--- src/logic/spi_reg_pkg.sv ---
`default_nettype none

package spi_reg_pkg;

  localparam int CMD_WIDTH   = 12;
  localparam int ADDR_WIDTH  = 3;
  localparam int DATA_WIDTH  = 8;
  localparam int HDR_WIDTH   = 4; // rw bit plus the address.
  localparam int SCLK_HALF   = 4;
  localparam int RD_GAP      = 16;
  localparam int QUEUE_DEPTH = 4;

  // counter widths derived from the sizes above.
  localparam int QUEUE_PTR_W = $clog2(QUEUE_DEPTH);
  localparam int QUEUE_CNT_W = $clog2(QUEUE_DEPTH + 1);
  localparam int SCLK_CNT_W  = $clog2(SCLK_HALF);
  localparam int BIT_CNT_W   = $clog2(CMD_WIDTH + 1);
  localparam int GAP_CNT_W   = $clog2(RD_GAP);

  // Command word as sent on the wire, MSB first.
  typedef struct packed {
    logic                  rw;   // 1 selects a register write.
    logic [ADDR_WIDTH-1:0] addr;
    logic [DATA_WIDTH-1:0] data;
  } spi_cmd_t;

  typedef enum logic [2:0] {
    IDLE,
    LOAD,
    W_SHIFT,
    R_HDR,
    R_GAP,
    R_DATA,
    DONE
  } frame_state_e;

endpackage

`default_nettype wire

--- src/logic/spi_cmd_queue.sv ---
`default_nettype none

module spi_cmd_queue
  import spi_reg_pkg::*;
(
  input  logic     clk,
  input  logic     rst_n,
  input  logic     push,
  input  spi_cmd_t push_cmd,
  input  logic     pop,
  output logic     full,
  output spi_cmd_t head,
  output logic     valid
);

  spi_cmd_t               mem [QUEUE_DEPTH];
  logic [QUEUE_PTR_W-1:0] wr_ptr;
  logic [QUEUE_PTR_W-1:0] rd_ptr;
  logic [QUEUE_CNT_W-1:0] count;
  logic                   do_push;
  logic                   do_pop;

  assign full    = (count == QUEUE_CNT_W'(QUEUE_DEPTH));
  assign valid   = (count != '0);
  assign head    = mem[rd_ptr];
  assign do_push = push && !full; // a push while full is dropped.
  assign do_pop  = pop && valid;

  always_ff @(posedge clk)
  begin
    if (do_push)
    begin
      mem[wr_ptr] <= push_cmd;
    end
  end

  always_ff @(posedge clk or negedge rst_n)
  begin
    if (!rst_n)
    begin
      wr_ptr <= '0;
      rd_ptr <= '0;
      count  <= '0;
    end
    else
    begin
      if (do_push)
      begin
        wr_ptr <= wr_ptr + 1'b1; // depth is a power of two so the pointer wraps.
      end
      if (do_pop)
      begin
        rd_ptr <= rd_ptr + 1'b1;
      end
      case ({do_push, do_pop})
        2'b10:   count <= count + 1'b1;
        2'b01:   count <= count - 1'b1;
        default: count <= count;
      endcase
    end
  end

  // the engine only pops after it has seen valid.
  a_no_pop_empty: assert property (
    @(posedge clk) disable iff (!rst_n) pop |-> valid
  ) else $error("command queue popped while empty");

  a_count_bound: assert property (
    @(posedge clk) disable iff (!rst_n) count <= QUEUE_CNT_W'(QUEUE_DEPTH)
  ) else $error("command queue count above depth");

endmodule

`default_nettype wire

--- src/logic/spi_sclk_gen.sv ---
`default_nettype none

module spi_sclk_gen
  import spi_reg_pkg::*;
(
  input  logic clk,
  input  logic rst_n,
  input  logic run,
  output logic sclk,
  output logic rise,
  output logic fall
);

  logic [SCLK_CNT_W-1:0] half_cnt;
  logic                  toggle;

  // a toggle ends every half period while the phase runs.
  assign toggle = run && (half_cnt == SCLK_CNT_W'(SCLK_HALF - 1));

  // pulses line up with the clock edge that moves sclk.
  assign rise = toggle && !sclk;
  assign fall = toggle && sclk;

  always_ff @(posedge clk or negedge rst_n)
  begin
    if (!rst_n)
    begin
      half_cnt <= '0;
      sclk     <= 1'b0;
    end
    else if (!run)
    begin
      half_cnt <= '0; // next phase starts with a full low half.
      sclk     <= 1'b0;
    end
    else if (toggle)
    begin
      half_cnt <= '0;
      sclk     <= ~sclk;
    end
    else
    begin
      half_cnt <= half_cnt + 1'b1;
    end
  end

  a_edges_exclusive: assert property (
    @(posedge clk) disable iff (!rst_n) !(rise && fall)
  ) else $error("sclk rise and fall pulsed together");

endmodule

`default_nettype wire

--- src/logic/spi_frame_engine.sv ---
`default_nettype none

module spi_frame_engine
  import spi_reg_pkg::*;
(
  input  logic                  clk,
  input  logic                  rst_n,
  input  logic                  q_valid,
  input  spi_cmd_t              q_cmd,
  input  logic                  sclk_rise,
  input  logic                  sclk_fall,
  input  logic                  miso,
  output logic                  q_pop,
  output logic                  sclk_run,
  output logic                  cs_n,
  output logic                  mosi,
  output logic                  read_vld,
  output logic [DATA_WIDTH-1:0] read_data
);

  frame_state_e           state;
  frame_state_e           state_nxt;
  spi_cmd_t               cmd_q;
  logic [CMD_WIDTH-1:0]   tx_sreg;
  logic [DATA_WIDTH-1:0]  rx_sreg;
  logic [BIT_CNT_W-1:0]   bit_cnt;
  logic [BIT_CNT_W-1:0]   bit_last;
  logic [GAP_CNT_W-1:0]   gap_cnt;
  logic                   shifting;
  logic                   tx_phase;
  logic                   phase_done;

  assign shifting = (state == W_SHIFT) || (state == R_HDR) || (state == R_DATA);
  assign tx_phase = (state == W_SHIFT) || (state == R_HDR);
  assign sclk_run = shifting;
  assign q_pop    = (state == IDLE) && q_valid;

  // number of the final bit in the current shift phase.
  always_comb
  begin
    case (state)
      W_SHIFT: bit_last = BIT_CNT_W'(CMD_WIDTH - 1);
      R_HDR:   bit_last = BIT_CNT_W'(HDR_WIDTH - 1);
      default: bit_last = BIT_CNT_W'(DATA_WIDTH - 1);
    endcase
  end

  // a phase ends on the falling edge that closes its last bit.
  assign phase_done = shifting && sclk_fall && (bit_cnt == bit_last);

  always_comb
  begin
    state_nxt = state;
    case (state)
      IDLE:
      begin
        if (q_valid)
        begin
          state_nxt = LOAD;
        end
      end
      LOAD:
      begin
        state_nxt = cmd_q.rw ? W_SHIFT : R_HDR;
      end
      W_SHIFT:
      begin
        if (phase_done)
        begin
          state_nxt = DONE;
        end
      end
      R_HDR:
      begin
        if (phase_done)
        begin
          state_nxt = R_GAP;
        end
      end
      R_GAP:
      begin
        if (gap_cnt == GAP_CNT_W'(RD_GAP - 1))
        begin
          state_nxt = R_DATA;
        end
      end
      R_DATA:
      begin
        if (phase_done)
        begin
          state_nxt = DONE;
        end
      end
      DONE:
      begin
        state_nxt = IDLE;
      end
      default:
      begin
        state_nxt = IDLE;
      end
    endcase
  end

  always_ff @(posedge clk or negedge rst_n)
  begin
    if (!rst_n)
    begin
      state    <= IDLE;
      cs_n     <= 1'b1;
      mosi     <= 1'b0;
      read_vld <= 1'b0;
      bit_cnt  <= '0;
      gap_cnt  <= '0;
    end
    else
    begin
      state <= state_nxt;
      // chip select is low for exactly the shift states.
      cs_n  <= !((state_nxt == W_SHIFT) || (state_nxt == R_HDR) || (state_nxt == R_DATA));
      read_vld <= (state == R_DATA) && (state_nxt == DONE);

      if (state_nxt != state)
      begin
        bit_cnt <= '0;
      end
      else if (shifting && sclk_fall)
      begin
        bit_cnt <= bit_cnt + 1'b1;
      end

      if (state == R_GAP)
      begin
        gap_cnt <= gap_cnt + 1'b1;
      end
      else
      begin
        gap_cnt <= '0;
      end

      if (state == LOAD)
      begin
        mosi <= cmd_q.rw; // first bit is valid before the first rising edge.
      end
      else if (tx_phase && sclk_fall)
      begin
        mosi <= phase_done ? 1'b0 : tx_sreg[CMD_WIDTH-1];
      end
    end
  end

  always_ff @(posedge clk)
  begin
    if (q_pop)
    begin
      cmd_q <= q_cmd;
    end
    if (state == LOAD)
    begin
      tx_sreg <= {cmd_q[CMD_WIDTH-2:0], 1'b0}; // the MSB is already on mosi.
    end
    else if (tx_phase && sclk_fall)
    begin
      tx_sreg <= {tx_sreg[CMD_WIDTH-2:0], 1'b0};
    end
    if ((state == R_DATA) && sclk_rise)
    begin
      rx_sreg <= {rx_sreg[DATA_WIDTH-2:0], miso};
    end
    if ((state == R_DATA) && phase_done)
    begin
      read_data <= rx_sreg;
    end
  end

  a_idle_cs_high: assert property (
    @(posedge clk) disable iff (!rst_n) (state == IDLE) |-> cs_n
  ) else $error("cs_n low while engine idle");

  // a result only follows a read command.
  a_no_vld_after_write: assert property (
    @(posedge clk) disable iff (!rst_n) read_vld |-> !cmd_q.rw
  ) else $error("read_vld pulsed outside a read frame");

endmodule

`default_nettype wire

--- src/logic/spi_reg_bridge.sv ---
`default_nettype none

module spi_reg_bridge
  import spi_reg_pkg::*;
(
  input  logic                  clk,
  input  logic                  rst_n,
  input  logic                  cmd_vld,
  input  spi_cmd_t              cmd_in,
  input  logic                  miso,
  output logic                  cmd_rdy,
  output logic                  sclk,
  output logic                  cs_n,
  output logic                  mosi,
  output logic                  read_vld,
  output logic [DATA_WIDTH-1:0] read_data
);

  spi_cmd_t q_cmd;
  logic     q_valid;
  logic     q_pop;
  logic     q_full;
  logic     sclk_run;
  logic     sclk_rise;
  logic     sclk_fall;

  assign cmd_rdy = ~q_full;

  spi_cmd_queue u_queue (
    .clk      (clk),
    .rst_n    (rst_n),
    .push     (cmd_vld),
    .push_cmd (cmd_in),
    .pop      (q_pop),
    .full     (q_full),
    .head     (q_cmd),
    .valid    (q_valid)
  );

  spi_sclk_gen u_sclk_gen (
    .clk   (clk),
    .rst_n (rst_n),
    .run   (sclk_run),
    .sclk  (sclk),
    .rise  (sclk_rise),
    .fall  (sclk_fall)
  );

  spi_frame_engine u_engine (
    .clk       (clk),
    .rst_n     (rst_n),
    .q_valid   (q_valid),
    .q_cmd     (q_cmd),
    .sclk_rise (sclk_rise),
    .sclk_fall (sclk_fall),
    .miso      (miso),
    .q_pop     (q_pop),
    .sclk_run  (sclk_run),
    .cs_n      (cs_n),
    .mosi      (mosi),
    .read_vld  (read_vld),
    .read_data (read_data)
  );

  // the serial clock may only pulse inside a chip-select window.
  a_sclk_in_frame: assert property (
    @(posedge clk) disable iff (!rst_n) sclk |-> !cs_n
  ) else $error("sclk high while cs_n deasserted");

endmodule

`default_nettype wire

--- config.mk ---
export PLATFORM = sky130hd
export DESIGN_NAME = spi_reg_bridge
export DESIGN_NICKNAME = d
export VERILOG_FILES = /design/src/logic/spi_reg_pkg.sv /design/src/logic/spi_cmd_queue.sv /design/src/logic/spi_sclk_gen.sv /design/src/logic/spi_frame_engine.sv /design/src/logic/spi_reg_bridge.sv
export SDC_FILE = /design/constraint.sdc
export NUM_CORES = 1
export LEC_CHECK = 0
export BUFFER_PORTS_ARGS = -buffer_cell sky130_fd_sc_hd__buf_4
export CAP_MARGIN = 20
export CORE_MARGIN = 2
export CORE_UTILIZATION = 53
export DETAILED_ROUTE_END_ITERATION = 10
export GPL_ROUTABILITY_DRIVEN = 0
export MAX_ROUTING_LAYER = met4
export PLACE_DENSITY_LB_ADDON = 0.12
export REMOVE_ABC_BUFFERS = 1
export SETUP_SLACK_MARGIN = 0.4
export SYNTH_ARGS = -nofsm -noshare
export SYNTH_HDL_FRONTEND = slang
export SYNTH_SLANG_ARGS = --single-unit
--- constraint.sdc ---
create_clock -name clk -period 4.05 [get_ports clk]
set_input_delay 0.2025 -clock clk [delete_from_list [all_inputs] [get_ports clk]]
set_output_delay 0.2025 -clock clk [all_outputs]
set_load 0.005 [all_outputs]
==> results of run 1 <==
## state kept, by name, summed over array words and instances, names as in the netlist, 2 cells and up
name	cells
u_queue.count	3
u_queue.wr_ptr	2
u_engine.read_data	8
u_queue.mem	48
u_engine.bit_cnt	4
u_engine.cmd_q	12
u_engine.rx_sreg	8
u_sclk_gen.half_cnt	2
u_queue.rd_ptr	2
u_engine.gap_cnt	4
u_engine.state	3
u_engine.tx_sreg	11
## layout make-up
class,instances,share of cell area (%)
clock buffers,10,2.605
flip-flops and latches,111,65.60
well taps,105,2.681
multi-input cells,116,22.37
repair buffers,33,5.158
clock inverters,6,1.047
inverters,7,0.5363
## report_power, final
group          switching [mW]  internal [mW]
clock network           0.373          0.233
registers               0.181           1.55
logic                   0.343          0.390
## timing repair
item / 4_1_cts / 5_1_grt
hold buffers: 2 / 0
hold endpoints to repair: 25 / 0
buffers inserted: 0 / 0
setup endpoints to repair: 0 / 0
## per-stage QoR
| step | area, um^2 | power [mW] | cells | utilization [%] | hold WS, ps |
|---|---|---|---|---|---|
| after floorplan | 4330 | 2.254 | 234 | - | -93.09 |
| after global placement | 4693 | 2.475 | 369 | 57.99 | 118.7 |
| after detailed placement | 4693 | 2.502 | 369 | 57.99 | 122.4 |
| after CTS | 4892 | 3.106 | 387 | 60.45 | 12.63 |
| after global routing | 4900 | 3.264 | 388 | 60.54 | 10.43 |
| final | 4900 | 3.070 | 388 | 60.54 | 33.32 |
## cells in the final DEF (no fill, tap or decap), types with 2 or more instances in the layout
cell           Yosys  final
inv_6              0      2
mux4_2            12     12
mux2_2            11     11
nor2b_1            3      3
nor3_1             3      3
and3_1             6      6
nor4b_2            1      2
buf_4              0     31
nand2b_1           2      2
clkinvlp_4         0      3
nor2_1             9      9
nand3_1            4      4
ha_1               8      8
dfrtp_1           23     23
clkbuf_8           0      9
a21oi_1            6      6
mux2i_1            3      3
xor2_1             5      5
nor3b_1            4      4
nand2_1            5      5
and2_1             4      4
o21ai_0            2      2
inv_1              6      6
dlygate4sd3_1      0      2
xnor2_1            9      9
edfxtp_1          87     87
## how the worst max path moves through the flow
| stage | endpoint | startpoint |
|---|---|---|
| finish | u_engine.read_data[0] | u_engine.state[2] |
| CTS | u_engine.read_data[0] | u_engine.state[2] |
| floorplan | u_queue.count[2] | u_engine.state[2] |
| detailed placement | u_engine.read_data[7] | u_engine.state[2] |
| global placement | u_engine.read_data[5] | u_engine.state[2] |
| global route | u_engine.read_data[0] | u_engine.state[2] |
## kinds of logic after synthesis
| family | count (synthesis) | share of synthesized area, % |
|---|---|---|
| buffers and inverters | 15 | 1.461 |
| xor gates and xnor gates | 14 | 2.807 |
| adders and majority gates | 9 | 2.750 |
| AOI/OAI and AO/OA | 18 | 2.750 |
| and+or+nand+nor | 49 | 6.932 |
| muxes | 26 | 9.711 |
| DFF | 111 | 73.59 |
## layer usage
layer	up-vias	part of all wire, %	routed length (um)	GRT usage, %
met4	0	1.4	91	7.488
met1	1023	47	2950	22.15
met5	-	0	0	-
li1	987	-	-	-
met3	5	3.6	227	4.070
met2	35	48	3053	23.82
==> results_dict.tcl, run 1 <==
set metrics [dict create \
    status "complete, no violations" \
    start_util_pct 53.97 \
    insertion_delay_ps 360 \
    max_stage_delay_ps 770 \
    leakagePower_nw 1.766 \
    r2r_slack_ps 1640 \
    hpwl_um 4086 \
    dieArea_um2 8983 \
    pin_count 29 \
    n_antenna_cell 0 \
    worstPathRequired_ps 4050 \
    tritoncts "done" \
    yosys_warnings 0 \
    synth_area_leaders "edfxtp_1 (60%), dfrtp_1 (13%), mux4_2 (6.2%)" \
    seqCellArea_um2 3214 \
    setup_viol_count_final 0 \
    yosysMostFrequentCell "edfxtp_1" \
    multiInputGateArea_um2 1096 \
    path_cells "nand3b_1 -> a21bo_2 -> nor4b_2" \
    grt_pass1_vias 2049 \
    clk_path_buf_depth 2 \
    area_delta_synth_final_pct 12.17 \
    final_nets 303 \
    fmax_mhz 415.1 \
    final_antenna_net_count 0 \
    end_kind "register" \
    period_minus_slack_ps 2409 \
    synthArstFlopShare_pct 21.62 \
    die_w_um 94.78 \
    critPathBufInv 0 \
    drt_iter0_markers 111 \
    drive_above_1_share_pct 27.21 \
    hold_viol 0 \
    synth_common_cells "edfxtp_1 (87), dfrtp_1 (23), mux4_2 (12), mux2_2 (11)" \
    dieHeight_um 94.78 \
    grt_max_degree 25 \
    skew_ps 11.34 \
    dr_total_vias 2050 \
    coreArea_um2 8093 \
    cts_max_level 3 \
    synth-seq-area-share_pct 73.59 \
    rsz0062_at_grt "no" \
    yosys.area.top_type_share_pct 59.81 \
    synth_edf_count 87 \
    synth_cell_types 45 \
    synth_seq_cells 111 \
    r2r_end "u_engine.read_data[0]" \
    port_buffers 28 \
    finalMaxSlewViolations 0 \
    synth_area_um2 4368 \
    critPathTopFamily "simple AND/OR/NAND/NOR gates" \
    antenna_found_initial 0 \
    min_to "u_queue.mem[2][3]" \
    rows 33 \
    vias_per_cell 5.284 \
    root_buffer "clkbuf_8" \
    arrival_ps 2410 \
    cts-resized-gates 0 \
    yosys_most_used_dff "edfxtp_1" \
    worstSetupPathType "register to register" \
    relSlewSlack_pct 28.74 \
    synth_cells 242 \
    hp-class "input port to register" \
    cp_num_cells 3 \
    grt_first_pass_wirelength_um 10360 \
    reg2reg_depth 3 \
    hold_start "cmd_in[3]" \
    cts_num_sinks 111 \
    tns_ps 0 \
    worst_slack_ps 1641 \
    drcViolationCount 0 \
    clk_pin_slew_ps 110 \
    peakVddDrop_v 0.0003041 \
    grt_overflow_total 0 \
    grt_util_all_layers_pct 16.41 \
    worst_pin_slew_ps 1067 \
    syn_avg_cell_area_um2 18.05 \
    first_pass_iters 4 \
    n_fill_cell 617 \
    cpMaxStageDelayCell "nor4b_2" \
    wl_per_cell_um 16.30 \
    crit_fanout 15 \
    finalCritPeriodShare_pct 59.48 \
    place_ws_ps 1648 \
    drv_cap 0 \
    cts_made_buffers 9 \
    drt_wl_total_um 6323 \
    regToRegStartpoint "u_engine.state[2]" \
    holdPathStages 1 \
    power.density_nw_per_um2 626.5 \
    yosys.area.top_type "edfxtp_1" \
    cp-start-kind "register" \
]
No activity file was read; power rests on OpenSTA's default activity.
==> run 2, diff against run 1 <==
Clock period 4.05 ns to 2.1 ns, I/O delays scaled along.
==> run 2 against run 1 <==
Net effect: via count increased by 11%; global-route usage rose by 0.80 points; largest cell class unchanged; largest power group unchanged; clock power rose by 91%.
==> results_dict.tcl, run 2 (synthesis results as in run 1) <==
set metrics [dict create \
    finalCritPeriodShare_pct 86.73 \
    grt_max_degree 25 \
    r2r_slack_ps 280 \
    relSlewSlack_pct 58.97 \
    first_pass_iters 4 \
    n_antenna_cell 0 \
    vias_per_cell 5.248 \
    regMostFlops "u_queue.mem" \
    peakVddDrop_v 0.0005116 \
    grt_util_all_layers_pct 17.21 \
    utilization_pct 68.46 \
    dieArea_um2 8983 \
    drv_cap 0 \
    grt_overflow_total 0 \
    area_delta_synth_final_pct 26.84 \
    cp-start-kind "register" \
    tns_ps 0 \
    arrival_ps 2120 \
    regToRegStartpoint "u_engine.state[2]" \
    antenna_found_initial 0 \
    cts_made_buffers 9 \
    skew_ps 13.55 \
    drt_wl_total_um 7122 \
    drcViolationCount 0 \
    clk_pin_slew_ps 110 \
    fmax_mhz 549.1 \
    crit_fanout 4 \
    grt_first_pass_wirelength_um 11090 \
    coreArea_um2 8093 \
    gr-usage-met3_pct 2.953 \
    die_w_um 94.78 \
    mostFrequentLayoutCell "edfxtp_1" \
    rows 33 \
    period_minus_slack_ps 1821 \
    cts_max_level 3 \
    dr_total_vias 2283 \
    drt_iter0_markers 103 \
    met1_usage_pct 23.99 \
    top_usage_layer "met2" \
    final_nets 351 \
    crit_start "u_engine.state[2]" \
    worstPathRequired_ps 2400 \
    insertion_delay_ps 360 \
    finalMaxSlewViolations 0 \
    start_util_pct 53.97 \
    tritoncts "done" \
    port_buffers 28 \
    worst_pin_slew_ps 615.5 \
    power.density_nw_per_um2 1199 \
    cts_num_sinks 111 \
    r2r_end "u_queue.count[2]" \
    dp.cells 382 \
    rsz0062_at_grt "yes" \
    worstSetupPathType "register to register" \
    status "complete, no violations" \
    root_buffer "clkbuf_8" \
    hp-class "input port to asynchronous set/reset pin" \
    hold_viol 0 \
    top_regs "u_queue.mem x48, u_engine.cmd_q x12, u_engine.tx_sreg x11" \
    fin_cells 435 \
    leakagePower_nw 2.091 \
    end_kind "register" \
    hpwl_um 4138 \
    final_antenna_net_count 0 \
    clk_path_buf_depth 2 \
    setup_viol_count_final 0 \
    wl_per_cell_um 16.37 \
    reg2reg_depth 7 \
    largest_reg_flops 48 \
    drive_above_1_share_pct 40.61 \
    grtUsageMet2_pct 25.59 \
    pin_count 29 \
    final_cell_mix "edfxtp_1 (87), buf_4 (56), dfrtp_1 (20)" \
    dieHeight_um 94.78 \
    grt_pass1_vias 2182 \
]
## run 2: repair_timing
action / CTS / global route
setup buffers: 12 / 11
endpoints found under the setup margin: 17 / 37
pin swaps: 7 / 9
endpoints found under the hold margin: 73 / 0
gates cloned: 1 / 0
hold buffers: 14 / 0
resized for setup: 18 / 37
## run 2: critical path, cell delays in order (launching register included)
cell and delay, ps:
dfrtp_2 460, nor4_4 310, ha_2 240, inv_2 40, fa_2 320, xor2_1 140
nor2_1 110, xor2_1 150
## run 2: layer usage
metal	vias up	share of wire, %	wire length, um
met5	-	0	0
met4	0	1.5	110
met3	10	3.1	218
met2	53	48	3413
met1	1135	47	3379
li1	1085	-	-
## run 2: area by class of cell
class / instances / area [um^2]
inverters: 7 / 26.28
flip-flops and latches: 111 / 3218
multi-input cells: 116 / 1276
clock inverters: 6 / 55.05
repair buffers: 81 / 709.4
clock buffers: 9 / 123.9
fillers: 554 / 2552
well taps: 105 / 131.4
## run 2: through the flow
step / area [um^2] / power, mW / hold slack [ps] / setup WS [ps]
floorplan: 4330 / 4.348 / -190.6 / -690.0
global placement: 4791 / 4.858 / 21.26 / 199.1
detailed placement: 4791 / 4.909 / 31.87 / 148.7
CTS: 5296 / 6.385 / 160.4 / 271.1
global route: 5540 / 7.012 / 181.4 / 209.0
finish: 5540 / 6.640 / 163.7 / 278.7
## run 2: how the worst max path moves through the flow
stage / to / slack [ps] / cells past startpoint
2_1_floorplan: u_queue.count[2] / -690 / 7
3_3_place_gp: u_queue.count[2] / 200 / 7
3_5_place_dp: u_queue.count[2] / 150 / 10
4_1_cts: u_queue.count[2] / 270 / 7
5_1_grt: u_queue.count[2] / 210 / 9
6_report: u_queue.count[2] / 280 / 7
## run 2: where the power goes
part           total [mW]  internal [mW]  switching (mW)
sequential           3.26           2.99           0.267
clock                1.16          0.444           0.717
combinational        2.22           1.24           0.977
total                6.64           4.68            1.96
==> run 3, diff against run 2 <==
Settings changed: ABC_AREA from default to 1.
==> run 3 against run 2 <==
Net effect: critical path depth rose by 6; power fell by 5.8%; routed wire length rose by 6.5%; sequential cell count did not move; via count rose by 15%; final area fell by 2.3%; clock skew fell by 1.7 ps; non-clock buffer count fell by 7; clock power rose by 6%; synthesized area rose by 0.43%; cell count rose by 19%; sequential share of layout area rose by 1.3 points; critical path type unchanged; largest cell class unchanged; largest power group unchanged.
==> results_dict.tcl, run 3 <==
set metrics [dict create \
    yosys.area.top_type_share_pct 59.56 \
    drt_iter0_markers 118 \
    timing.hold.ws_ps 154.1 \
    port_buffers 28 \
    grt_util_all_layers_pct 18.32 \
    worst_pin_slew_ps 665.0 \
    drive_above_1_share_pct 30.66 \
    yosys_warnings 0 \
    cp-start-kind "register" \
    peakVddDrop_v 0.0005178 \
    start_util_pct 53.93 \
    p_sw_mw 2.096 \
    relSlewSlack_pct 55.62 \
    insertion_delay_ps 370 \
    pin_count 29 \
    intPower_mw 4.160 \
    dr_total_vias 2627 \
    crit_fanout 6 \
    p_comb_share_pct 31.3 \
    final_antenna_net_count 0 \
    cts_max_level 3 \
    drt_wl_total_um 7587 \
    largest_reg_flops 48 \
    synth_cells 330 \
    final_cell_mix "edfxtp_1 (87), buf_4 (55), nor2_1 (45)" \
    syn_avg_cell_area_um2 13.29 \
    final_nets 431 \
    worstPathRequired_ps 2360 \
    tns_ps 0 \
    rsz0062_at_grt "yes" \
    finalMaxSlewViolations 0 \
    grt_overflow_total 0 \
    swShare_pct 33.50 \
    period_minus_slack_ps 1785 \
    root_buffer "clkbuf_8" \
    end_kind "register" \
    vias_per_cell 5.091 \
    n_fill_cell 567 \
    coreArea_um2 8134 \
    drcViolationCount 0 \
    synthArstFlopShare_pct 21.62 \
    leakagePower_nw 2.097 \
    n_antenna_cell 0 \
    synth_area_um2 4387 \
    seqCellArea_um2 3214 \
    dieArea_um2 9020 \
    area_delta_synth_final_pct 23.42 \
    yosys_most_used_dff "edfxtp_1" \
    synth_edf_count 87 \
    skew_ps 11.81 \
    power.density_nw_per_um2 1155 \
    dieHeight_um 94.98 \
    hpwl_um 4371 \
    clk_path_buf_depth 2 \
    finalCritPeriodShare_pct 85.00 \
    grt_pass1_vias 2510 \
    synth-seq-area-share_pct 73.27 \
    yosysMostFrequentCell "edfxtp_1" \
    cts_num_sinks 111 \
    fmax_mhz 560.2 \
    synth_area_leaders "edfxtp_1 (60%), dfrtp_1 (13%), nor2_1 (4.4%)" \
    multiInputGateArea_um2 1149 \
    clk_pin_slew_ps 100 \
    first_pass_iters 4 \
    regMostFlops "u_queue.mem" \
    synth_seq_cells 111 \
    hold_viol 0 \
    power_mw 6.256 \
    antenna_found_initial 0 \
    status "complete, no violations" \
    arrival_ps 2040 \
    hp-class "input port to register" \
    worst_slack_ps 315.0 \
    grt_first_pass_wirelength_um 12010 \
    fin_cells 516 \
    mostFrequentLayoutCell "edfxtp_1" \
    top_regs "u_queue.mem x48, u_engine.cmd_q x12, u_engine.tx_sreg x11" \
    seqPwrFrac_pct 49.0 \
    wl_per_cell_um 14.70 \
    tritoncts "done" \
    place_ws_ps 188.4 \
    synth_common_cells "edfxtp_1 (87), nor2_1 (51), o21ai_0 (31), nand2_1 (29), inv_1 (26)" \
    worstSetupPathType "register to register" \
    die_w_um 94.98 \
    cts_made_buffers 9 \
    dp.cells 468 \
    drv_cap 0 \
    yosys.area.top_type "edfxtp_1" \
    grt_max_degree 27 \
    rows 33 \
    power.share.clock_pct 19.6 \
    synth_cell_types 28 \
    setup_viol_count_final 0 \
]
-- run 3: cell types whose count changed in the layout (fill, tap and decap cells not counted), moves of 12 or more --
cell     before  now
o21ai_0       2   29
inv_1         2   22
o22ai_1       0   12
mux4_2       12    0
nor2_1        9   45
nand2_1       5   24
-- run 3: timing repair --
item	4_1_cts	5_1_grt
pin swaps	7	6
buffers inserted	12	5
resized for setup	19	27
hold buffers	14	0
endpoints found under the setup margin	29	32
hold endpoints to repair	73	0
gates cloned	1	0
-- run 3: cells by family (layout without fill, tap and decap cells) --
| logic type | Yosys count | count (layout) | synth area share (%) |
|---|---|---|---|
| DFF | 111 | 111 | 73.27 |
| and+or+nand+nor | 105 | 105 | 10.21 |
| AOI/OAI and AO/OA | 48 | 48 | 5.933 |
| buffers and inverters | 38 | 119 | 3.480 |
| muxes | 10 | 10 | 2.567 |
| adders and majority gates | 9 | 9 | 2.738 |
| xor gates and xnor gates | 9 | 9 | 1.797 |
-- run 3: final timing paths --
kind,startpoint,endpoint,slack (ps),cells after the start
worst min-delay path,cmd_vld,u_queue.wr_ptr[0],150,4
min in group asynchronous,rst_n,u_engine.gap_cnt[3],160,2
max in group asynchronous,rst_n,u_engine.cs_n,1650,2
worst max register to register,u_engine.state[0],u_engine.bit_cnt[2],310,13
worst min register to register,u_sclk_gen.half_cnt[0],u_sclk_gen.half_cnt[0],440,1
worst max-delay path,u_engine.state[0],u_engine.bit_cnt[2],310,13
-- run 3: per-stage QoR --
stage          cell area [um^2]  utilization, %
2_1_floorplan              4344               -
6_report                   5414           66.56
5_1_grt                    5414           66.56
3_5_place_dp               4791           58.90
3_3_place_gp               4791           58.90
4_1_cts                    5288           65.01
-- run 3: power by group through the flow --
stage,sequential [mW],combinational (mW),clock [mW]
2_1_floorplan,3.14,1.02,0
3_3_place_gp,3.09,1.61,0
3_5_place_dp,3.10,1.65,0
4_1_cts,3.06,1.82,1.27
5_1_grt,3.11,2.19,1.36
6_report,3.07,1.96,1.23
-- run 3: final cells by class --
| type | count | area share, % |
|---|---|---|
| clock inverter | 7 | 1.340 |
| multi-input combinational | 181 | 21.22 |
| clock buffer | 9 | 2.288 |
| tap | 105 | 2.427 |
| timing repair buffer | 74 | 11.25 |
| sequential | 111 | 59.37 |
| inverter | 29 | 2.103 |
-- run 3: critical path, stage by stage, from the launching register on --
cell and delay [ps]:
dfrtp_1 410, buf_4 180, inv_4 90, nand3_1 80, nand2_1 60, nand2_1 100
nor2_4 180, nand2_4 100, nand2_1 110, nand2_1 70, nand2_1 70, inv_1 50
nand2_2 120, nor2_1 60
-- run 3: routing by layer --
layer	up-vias	GRT usage, %	share of wire (%)
met4	0	7.488	1.7
met3	13	2.873	3.2
met1	1254	22.96	45
met5	-	-	0
met2	56	30.02	50
li1	1304	-	-
